File: src/verilog/afc_pkg.sv
`default_nettype none

package afc_pkg;

  // Band select width and value type
  localparam int band_w = 5;

  typedef logic [band_w-1:0] band_t;

  // Every run begins at mid-scale
  localparam band_t band_start = band_t'(16);

  // Steps 8, 4, 2, 1, 1 give at most five decisions
  localparam int num_steps = 5;

  // Outcome of one frequency measurement
  typedef enum logic [1:0] {
    verdict_slow,   // VCO below reference, raise band
    verdict_fast,   // VCO above reference, lower band
    verdict_freeze  // Within tolerance
  } verdict_e;

endpackage

`default_nettype wire

File: src/verilog/afc_top.sv
`default_nettype none

module afc_top #(
  parameter int WINDOW    = 16,  // Ref edge intervals per measurement
  parameter int TOLERANCE = 1,   // Allowed div count deviation
  parameter int COUNT_W   = 8    // Edge counter width
) (
  input  logic           clk,
  input  logic           rst,
  input  logic           fref,
  input  logic           fdiv,
  input  logic           start,
  output afc_pkg::band_t band,
  output logic           busy,
  output logic           done,
  output logic           locked
);

  logic              ref_edge;
  logic              div_edge;
  logic              meas_start;
  logic              verdict_valid;
  afc_pkg::verdict_e verdict;

  // Reference clock into the clk domain
  edge_detect ref_sync (
    .clk        (clk),
    .rst        (rst),
    .sig        (fref),
    .edge_pulse (ref_edge)
  );

  // Divided VCO clock into the clk domain
  edge_detect div_sync (
    .clk        (clk),
    .rst        (rst),
    .sig        (fdiv),
    .edge_pulse (div_edge)
  );

  // One verdict per meas_start
  freq_compare #(
    .WINDOW    (WINDOW),
    .TOLERANCE (TOLERANCE),
    .COUNT_W   (COUNT_W)
  ) compare (
    .clk           (clk),
    .rst           (rst),
    .meas_start    (meas_start),
    .ref_edge      (ref_edge),
    .div_edge      (div_edge),
    .verdict_valid (verdict_valid),
    .verdict       (verdict)
  );

  // Binary search over the band select
  band_search search (
    .clk           (clk),
    .rst           (rst),
    .start         (start),
    .verdict_valid (verdict_valid),
    .verdict       (verdict),
    .meas_start    (meas_start),
    .band          (band),
    .busy          (busy),
    .done          (done),
    .locked        (locked)
  );

endmodule

`default_nettype wire

File: src/verilog/band_search.sv
`default_nettype none

module band_search (
  input  logic              clk,
  input  logic              rst,
  input  logic              start,
  input  logic              verdict_valid,
  input  afc_pkg::verdict_e verdict,
  output logic              meas_start,
  output afc_pkg::band_t    band,
  output logic              busy,
  output logic              done,
  output logic              locked
);

  localparam int dec_w = $clog2(afc_pkg::num_steps);
  localparam logic [dec_w-1:0] dec_last = dec_w'(afc_pkg::num_steps - 1);

  logic [dec_w-1:0]         dec_cnt;        // Decisions taken in this run
  afc_pkg::band_t           step;
  afc_pkg::band_t           band_nxt;
  logic [afc_pkg::band_w:0] band_sum;       // Carry bit flags overflow
  logic                     last_decision;

  // Halve mid-scale once per decision, never below one
  always_comb begin
    step = afc_pkg::band_start >> (dec_cnt + 1'b1);
    if (step == '0) begin
      step = afc_pkg::band_t'(1);
    end
  end

  // Next band for a SLOW or FAST verdict, clamped to the band range
  always_comb begin
    band_sum = {1'b0, band} + {1'b0, step};
    case (verdict)
      afc_pkg::verdict_slow: begin
        if (band_sum[afc_pkg::band_w]) begin
          band_nxt = '1;  // Top band
        end else begin
          band_nxt = band_sum[afc_pkg::band_w-1:0];
        end
      end
      afc_pkg::verdict_fast: begin
        if (band < step) begin
          band_nxt = '0;  // Bottom band
        end else begin
          band_nxt = band - step;
        end
      end
      default: begin
        band_nxt = band;
      end
    endcase
  end

  assign last_decision = (dec_cnt == dec_last);

  always_ff @(posedge clk or posedge rst) begin
    if (rst) begin
      busy       <= 1'b0;
      done       <= 1'b0;
      locked     <= 1'b0;
      meas_start <= 1'b0;
      band       <= afc_pkg::band_start;
      dec_cnt    <= '0;
    end else begin
      meas_start <= 1'b0;
      done       <= 1'b0;
      if (!busy) begin
        if (start) begin
          busy       <= 1'b1;
          meas_start <= 1'b1;  // First measurement right away
          band       <= afc_pkg::band_start;
          dec_cnt    <= '0;
          locked     <= 1'b0;
        end
      end else if (verdict_valid) begin
        if (verdict == afc_pkg::verdict_freeze) begin
          busy   <= 1'b0;  // Band is on target
          done   <= 1'b1;
          locked <= 1'b1;
        end else begin
          band    <= band_nxt;
          dec_cnt <= dec_cnt + 1'b1;
          if (last_decision) begin
            busy <= 1'b0;  // Out of steps, not locked
            done <= 1'b1;
          end else begin
            meas_start <= 1'b1;  // Measure the new band
          end
        end
      end
    end
  end

endmodule

`default_nettype wire

File: src/verilog/edge_detect.sv
`default_nettype none

module edge_detect (
  input  logic clk,
  input  logic rst,
  input  logic sig,
  output logic edge_pulse
);

  logic sync_1;     // First synchronizer stage, may go metastable
  logic sync_2;     // Settled level
  logic sync_prev;  // Level one cycle earlier

  // Two flops bring the square wave into the clk domain, the third holds
  // the last settled level so a low-to-high step can be seen
  always_ff @(posedge clk or posedge rst) begin
    if (rst) begin
      sync_1     <= 1'b0;
      sync_2     <= 1'b0;
      sync_prev  <= 1'b0;
      edge_pulse <= 1'b0;
    end else begin
      sync_1     <= sig;
      sync_2     <= sync_1;
      sync_prev  <= sync_2;
      edge_pulse <= sync_2 & ~sync_prev;  // One cycle per rising edge
    end
  end

endmodule

`default_nettype wire

File: src/verilog/freq_compare.sv
`default_nettype none

module freq_compare #(
  parameter int WINDOW    = 16,
  parameter int TOLERANCE = 1,
  parameter int COUNT_W   = 8
) (
  input  logic              clk,
  input  logic              rst,
  input  logic              meas_start,
  input  logic              ref_edge,
  input  logic              div_edge,
  output logic              verdict_valid,
  output afc_pkg::verdict_e verdict
);

  localparam logic [COUNT_W-1:0] cnt_max  = '1;
  localparam logic [COUNT_W-1:0] ref_last = COUNT_W'(WINDOW - 1);
  localparam logic [COUNT_W-1:0] lo_limit = COUNT_W'(WINDOW - TOLERANCE);
  localparam logic [COUNT_W-1:0] hi_limit = COUNT_W'(WINDOW + TOLERANCE);

  typedef enum logic [1:0] {
    st_idle,    // Waiting for meas_start
    st_arm,     // Waiting for the ref edge that opens the window
    st_count,   // Window open
    st_report   // Verdict on the outputs
  } state_e;

  state_e             state;
  state_e             state_nxt;
  logic [COUNT_W-1:0] ref_cnt;   // Ref edges since window opened
  logic [COUNT_W-1:0] div_cnt;   // Div edges since window opened
  logic               window_close;

  // Counters stick at full scale instead of wrapping
  function automatic logic [COUNT_W-1:0] sat_inc(input logic [COUNT_W-1:0] value);
    if (value == cnt_max) begin
      return value;
    end
    return value + 1'b1;
  endfunction

  // The WINDOW-th ref edge after the opening one closes the window
  assign window_close = (state == st_count) && ref_edge && (ref_cnt == ref_last);

  always_comb begin
    state_nxt = state;
    case (state)
      st_idle: begin
        if (meas_start) state_nxt = st_arm;
      end
      st_arm: begin
        if (ref_edge) state_nxt = st_count;
      end
      st_count: begin
        if (window_close) state_nxt = st_report;
      end
      st_report: begin
        state_nxt = st_idle;  // Single verdict cycle
      end
      default: begin
        state_nxt = st_idle;
      end
    endcase
  end

  always_ff @(posedge clk or posedge rst) begin
    if (rst) begin
      state <= st_idle;
    end else begin
      state <= state_nxt;
    end
  end

  always_ff @(posedge clk or posedge rst) begin
    if (rst) begin
      ref_cnt <= '0;
      div_cnt <= '0;
    end else if (state == st_arm) begin
      ref_cnt <= '0;  // Fresh counts for every measurement
      div_cnt <= '0;
    end else if (state == st_count) begin
      if (ref_edge) begin
        ref_cnt <= sat_inc(ref_cnt);
      end
      if (div_edge) begin
        div_cnt <= sat_inc(div_cnt);  // Includes an edge in the closing cycle
      end
    end
  end

  // Tolerance band around WINDOW, div count is frozen while reporting
  always_comb begin
    if (div_cnt < lo_limit) begin
      verdict = afc_pkg::verdict_slow;
    end else if (div_cnt > hi_limit) begin
      verdict = afc_pkg::verdict_fast;
    end else begin
      verdict = afc_pkg::verdict_freeze;
    end
  end

  assign verdict_valid = (state == st_report);

endmodule

`default_nettype wire
File: config.mk
export PLATFORM = sky130hd
export DESIGN_NAME = afc_top
export DESIGN_NICKNAME = d
export VERILOG_FILES = /design/src/verilog/afc_pkg.sv /design/src/verilog/afc_top.sv /design/src/verilog/band_search.sv /design/src/verilog/edge_detect.sv /design/src/verilog/freq_compare.sv
export SDC_FILE = /design/constraint.sdc
export NUM_CORES = 1
export LEC_CHECK = 0
export BUFFER_PORTS_ARGS = -buffer_cell sky130_fd_sc_hd__buf_2
export CORE_MARGIN = 3
export CORE_UTILIZATION = 43
export CTS_BUF_LIST = sky130_fd_sc_hd__clkbuf_8
export DETAILED_ROUTE_END_ITERATION = 8
export GPL_TIMING_DRIVEN = 0
export HOLD_SLACK_MARGIN = 0.15
export SYNTH_ARGS = -nofsm -noshare
export SYNTH_HDL_FRONTEND = slang
export SYNTH_SLANG_ARGS = --single-unit
export TNS_END_PERCENT = 50
File: constraint.sdc
create_clock -name clk -period 2.8 [get_ports clk]
set_clock_uncertainty 0.15 [all_clocks]
set_input_delay 0.56 -clock clk [delete_from_list [all_inputs] [get_ports clk]]
set_output_delay 0.56 -clock clk [all_outputs]
set_load 0.005 [all_outputs]
Word level (Yosys, flattened, before mapping)
Cells that the tools add are included.
W data, S select, Z words.
{"block": "word_totals", "out_inout_bits": 8, "register_bits": 38}
{"block": "classes", "order_cmp": 3, "bitwise_logic": 4, "eq_ne": 18, "n_shift": 1, "reduce_logical": 15, "muxes": 49, "addsub": 5}
{"op": "$mux W8", "n": 8}
{"op": "$mux W5", "n": 7}
{"op": "$mux W1", "n": 23}
{"op": "$add A8 B1 Y8 const B", "n": 2}
{"op": "$eq A8 B8 Y1 const B", "n": 2}
{"op": "$reduce_and A3 Y1", "n": 5}
{"op": "$mux W3", "n": 4}
{"op": "$mux W2", "n": 5}
{"op": "$pmux W5 S2", "n": 1}
{"op": "$eq A8 B4 Y1 const B", "n": 1}
{"op": "$gt A8 B5 Y1 const B", "n": 1}
{"op": "$lt A8 B4 Y1 const B", "n": 1}
{"op": "$ne A2 B2 Y1 const B", "n": 4}
{"op": "$pmux W2 S4", "n": 1}
{"op": "$reduce_bool A2 Y1", "n": 4}
{"op": "$add A5 B5 Y6", "n": 1}
{"op": "$eq A2 B2 Y1 const B", "n": 3}
{"op": "$ne A3 B2 Y1 const B", "n": 2}
{"op": "$logic_not A5 Y1", "n": 1}
{"op": "$lt A5 B5 Y1", "n": 1}
{"op": "$shr A5 B3 Y5 const A", "n": 1}
{"op": "$sub A5 B5 Y5", "n": 1}
{"op": "$eq A2 B1 Y1 const B", "n": 2}
{"op": "$logic_not A2 Y1", "n": 2}
{"op": "8 further kinds", "n": 12}

Depth between registers and ports, before layout
{"block": "depth", "depth_word": 10, "ltp_mapped": 12}

Hierarchy
A second synthesis with hierarchy kept.
{"block": "hier_totals", "cells_unflattened": 267, "area_unflattened_um2": 2572.5}
{"mod": "freq_compare", "n_inst": 1, "area_per_inst_um2": 1208.7, "seq_area_each_um2": 450.4, "cells_per_inst": 133}
{"mod": "band_search", "n_inst": 1, "area_per_inst_um2": 1128.6, "seq_area_each_um2": 301.5, "cells_per_inst": 122}
{"mod": "edge_detect", "n_inst": 2, "area_per_inst_um2": 117.6, "seq_area_each_um2": 100.1, "cells_per_inst": 6}

Worst setup path after synthesis
OpenSTA, ideal clock, no wires.
{"block": "synth_path", "path_kind": "register to register", "from": "register search.dec_cnt[0]", "to": "register search.band[3]", "setup_time_ns": 0.095, "t_arrival_ns": 2.466, "n_path_buf": 1, "stages_incl_launch_ff": 11, "slack_ns": 0.089, "period_less_slack_ns": 2.711, "cell_sequence": "dfrtp_1 -> ha_1 -> ha_1 -> nand2_1 -> ha_1 -> clkbuf_1 -> inv_1 -> a221oi_1 -> mux2i_1 -> o22ai_1 -> o31ai_1"}
{"block": "synth_via", "elab_chain_cells": 10, "elab_cells_between_ends": 13, "classes_between": "add/sub: 3; order compare: 1; shift: 1; mux: 7; reduce/logical: 1"}
{"item": "start: declaration", "line": "band_search.sv:19", "rtl": "logic [dec_w-1:0] dec_cnt;"}
{"item": "start signal: assignment", "line": "band_search.sv:85", "rtl": "dec_cnt <= dec_cnt + 1'b1;"}
{"item": "$add A3 B1 Y3 (*)", "line": "band_search.sv:27", "rtl": "step = afc_pkg::band_start >> (dec_cnt + 1'b1);"}
{"item": "$shr A5 B3 Y5 (*)", "line": "band_search.sv:27"}
{"item": "$logic_not A5 Y1", "line": "band_search.sv:28", "rtl": "if (step == '0) begin"}
{"item": "$mux W5 (*)", "line": "band_search.sv:28"}
{"item": "$sub A5 B5 Y5 (tied with other cells)", "line": "band_search.sv:48", "rtl": "band_nxt = band - step;"}
{"item": "$mux W5, on equally long branches", "line": "band_search.sv:45, band_search.sv:38"}
{"item": "$pmux W5 S2 (*)", "line": "band_search.sv:36", "rtl": "case (verdict)"}
{"item": "$mux W5 (*)", "line": "band_search.sv:79", "rtl": "if (verdict == afc_pkg::verdict_freeze) begin"}
{"item": "$mux W5 (*)", "line": "band_search.sv:78", "rtl": "end else if (verdict_valid) begin"}
{"item": "$mux W5 (*)", "line": "band_search.sv:70", "rtl": "if (!busy) begin"}
{"item": "end signal: assignment", "line": "band_search.sv:65", "rtl": "band <= afc_pkg::band_start;"}
{"item": "end signal: assignment", "line": "band_search.sv:74", "rtl": "band <= afc_pkg::band_start;"}
{"item": "end signal: assignment", "line": "band_search.sv:84", "rtl": "band <= band_nxt;"}
{"item": "end: declaration", "line": "band_search.sv:10", "rtl": "output afc_pkg::band_t band,"}
Mark *: on every way between the ends. The rest lies on a longest branch, timed or not. The select of a mux whose other input is x is not followed.
A chain may end at the register's enable or synchronous reset.

Worst setup path after layout
{"block": "layout_path", "from": "register search.dec_cnt[1]", "to": "register search.band[3]"}
Same word-level chain as after synthesis.

==> flow_metrics.env <==
export IMPL_grt_use_met1_pct=24.1
export IMPL_dp_slack_ns=-0.241
export IMPL_max_cap_violations=0
export IMPL_fp_dieArea_mm2=0.00655
export IMPL_status="finished clean"
export IMPL_avgSynthCellArea_um2=9.40
export IMPL_port_buffers=12
export IMPL_finalWirelength_um=5070
export IMPL_maxSlewHeadroom_pct=46.4
export IMPL_powerDensity_mw_per_mm2=1070
export IMPL_setup_viol=0
export IMPL_path_max_fanout=9
export IMPL_ant_nets=0
export IMPL_synthCells=257
export IMPL_async_reset_ff_share_pct=100
export IMPL_start_kind="flip-flop"
export IMPL_drc=0
export IMPL_track_usage_pct=17.0
export IMPL_grt_pass1_wl_um=8500
export IMPL_htreeDepth=2
export IMPL_clk_pin_slew_worst_paths_ns=0.08
export IMPL_vias=1881
export IMPL_ys_flop_type="dfrtp_1"
export IMPL_yosys_top_cells_count="37 x dfrtp_1, 25 x ha_1, 23 x nor2_1"
export IMPL_yosys_area_share_simple_pct=19.0
export IMPL_rrSetupSlack_ns=0.09
export IMPL_layout_drive_gt1_share_pct=19.1
export IMPL_ir_worst_vdd_v=0.000559
export IMPL_grt_max_degree=39
export IMPL_finalSetupTns_ns=0
export IMPL_detailed_place_hpwl_um=3580
export IMPL_ys_types=52
export IMPL_root_buffer="clkbuf_8"
export IMPL_synth_top_family_by_area="simple AND/OR/NAND/NOR gates"
export IMPL_core_mm2=0.00527
export IMPL_seq_area_um2=953
export IMPL_cts_hold_fix_buffers=0
export IMPL_grt_use_met3_pct=3.33
export IMPL_p_leak_nw=1.27
export IMPL_die_w_um=81.0
export IMPL_synthMuxAreaShare_pct=1.29
export IMPL_antenna_found_initial=0
export IMPL_ys_seq_area_share_pct=39.4
export IMPL_rsz0062_at_grt="yes"
export IMPL_antenna_cells=0
export IMPL_clkSinkCount=38
export IMPL_worstMarginPinSlew_ns=0.804
export IMPL_drtPass1Iterations=4
export IMPL_worstSetupPathType="flip-flop to flip-flop"
export IMPL_synth_area_leader_cell="dfrtp_1"
export IMPL_drv_slew=0
export IMPL_grt_overflow=0
export IMPL_min_path_type="flip-flop to flip-flop"
export IMPL_hold_violations=0
export IMPL_wl_per_cell_um=14.4
export IMPL_yosys_warnings=0
export IMPL_critPathCaptureType="flip-flop"
export IMPL_cts_tree="built"
export IMPL_synth_area_leaders="dfrtp_1 38%, ha_1 13%, nor2_1 3.6%, inv_1 3.3%, nand2_1 3.1%"
export IMPL_synth_ff_latch_count=38
export IMPL_finalCriticalPeriod_ns=2.71
export IMPL_clkLatencyLatePin_ns=0.29
export IMPL_synth_area_mm2=0.00242
export IMPL_syn_to_final_growth_pct=15.7
export IMPL_synthXorXnorAreaFrac_pct=3.99
export IMPL_grt_pass1_vias=1813
export IMPL_cp_required_ns=2.84
export IMPL_std_cell_rows=26
export IMPL_initial_core_util_pct=45.8
export IMPL_multi_input_area_mm2=0.00145
export IMPL_synth_top_area_share_pct=38.3
export IMPL_timing_final_crit_share_pct=96.6
export IMPL_clock_fmax_ghz=0.370
export IMPL_gp_congestion=0.867
export IMPL_cts_path_max_buffers=2
export IMPL_synth_compound_area_share_pct=17.1
export IMPL_synthesis_nets=289
export IMPL_layout_cells_non_filler=352
export IMPL_pin_count=13
export IMPL_die_y_um=81.0
export IMPL_whs_ns=0.207
export IMPL_busiest_layer="met2"
export IMPL_post_place_cells=339
export IMPL_via_per_inst=5.34
export IMPL_finalNetCount=313
export IMPL_n_fill_cell=503
export IMPL_cts_buffers=5
export IMPL_use_met2_pct=26.4
export IMPL_drtIter0Drc=100
export IMPL_synth_adder_area_share_pct=14.6
export IMPL_setup_ws_ns=0.0944
export IMPL_cp_arrival_ns=2.75
export IMPL_synth_edf_count=0
export IMPL_synth_most_common_cell="dfrtp_1"
==> area by class of cell <==
class	count	share of cell area [%]
Timing Repair Buffer	18	3.89
Tap cell	70	3.13
Clock inverter	2	0.313
Multi-Input combinational cell	190	51.7
Sequential cell	38	34.1
Buffer	6	0.895
Clock buffer	6	2.95
Inverter	22	2.95
==> cells by family (layout without fill, tap and decap cells) <==
logic type / count (synthesis) / count (layout)
AOI/OAI and AO/OA: 58 / 58
buffers and inverters: 29 / 54
and+or+nand+nor: 91 / 91
xor gates and xnor gates: 11 / 11
adders and majority gates: 27 / 27
muxes: 3 / 3
DFF: 38 / 38
==> final timing paths <==
| kind | start | endpoint | depth (start not counted) |
|---|---|---|---|
| max in group asynchronous | rst | search.dec_cnt[1]$_DFFE_PP0P_ | 2 |
| hold / removal | div_sync.sync_1$_DFF_PP0_ | div_sync.sync_2$_DFF_PP0_ | 0 |
| min in group asynchronous | rst | search.dec_cnt[1]$_DFFE_PP0P_ | 2 |
| hold reg to reg | div_sync.sync_1$_DFF_PP0_ | div_sync.sync_2$_DFF_PP0_ | 0 |
| setup / recovery | search.dec_cnt[1]$_DFFE_PP0P_ | search.band[3]$_DFFE_PP0P_ | 9 |
| setup reg to reg | search.dec_cnt[1]$_DFFE_PP0P_ | search.band[3]$_DFFE_PP0P_ | 9 |
==> per-layer routing <==
| layer | wire [um] | share of wire (%) |
|---|---|---|
| met5 | 0 | 0 |
| met4 | 55 | 1.1 |
| met3 | 145 | 2.9 |
| met2 | 2260 | 45 |
| met1 | 2610 | 51 |
==> worst max-delay path, cell delays in order (launching register included) <==
cell and delay (ns):
dfrtp_2 0.44, ha_4 0.19, ha_4 0.29, nand2_1 0.10, ha_2 0.46, inv_1 0.10
a221oi_2 0.33, mux2i_1 0.23, o22ai_1 0.11, o31ai_1 0.21
==> sequential cells by signal, indices dropped and copies added, names as in the netlist, 2 cells and up <==
register,cells
compare.state,2
compare.div_cnt,8
search.band,5
compare.ref_cnt,8
search.dec_cnt,3
==> per-stage QoR <==
| stage | power, mW | area, um^2 | utilization (%) |
|---|---|---|---|
| after floorplan | 1.98 | 2420 | - |
| after CTS | 2.81 | 2700 | 51.2 |
| after global placement | 2.32 | 2560 | 48.6 |
| final | 2.98 | 2800 | 53.0 |
| after detailed placement | 2.34 | 2560 | 48.6 |
| after global routing | 3.25 | 2800 | 53.0 |
==> power by group <==
group,switching (mW),total (mW),internal [mW]
clock,0.189,0.384,0.195
combinational,0.982,1.77,0.792
sequential,0.137,0.819,0.682
total,1.31,2.98,1.67
==> timing repair <==
action                     CTS  global route
setup endpoints to repair    5             5
pin swaps                    0            10
buffers inserted             2             4
resized for setup            6            17
==> cell usage in the layout, fill, tap and decap left out, types with 2 or more instances in the layout <==
cell type  count
a211oi_1       4
a21oi_1        5
and2_1         3
and4_1         2
buf_2         14
buf_4          5
clkbuf_1       4
clkbuf_8       6
dfrtp_1       36
ha_1          18
ha_2           4
ha_4           3
inv_1         21
inv_2          2
mux2i_1        2
nand2_1       20
nand3_1        9
nand4_1        4
nor2_1        21
nor2_2         2
nor2b_1        9
nor3_1         6
nor3_2         2
o211ai_1       2
o21a_1         3
o21ai_0        4
o21ai_1       10
o21bai_2       2
o22ai_1        2
o31a_1         2
o31ai_1        7
o41ai_1        2
or3_1          3
xnor2_1        6
xor2_1         5
(Power assumes the default switching activity.)
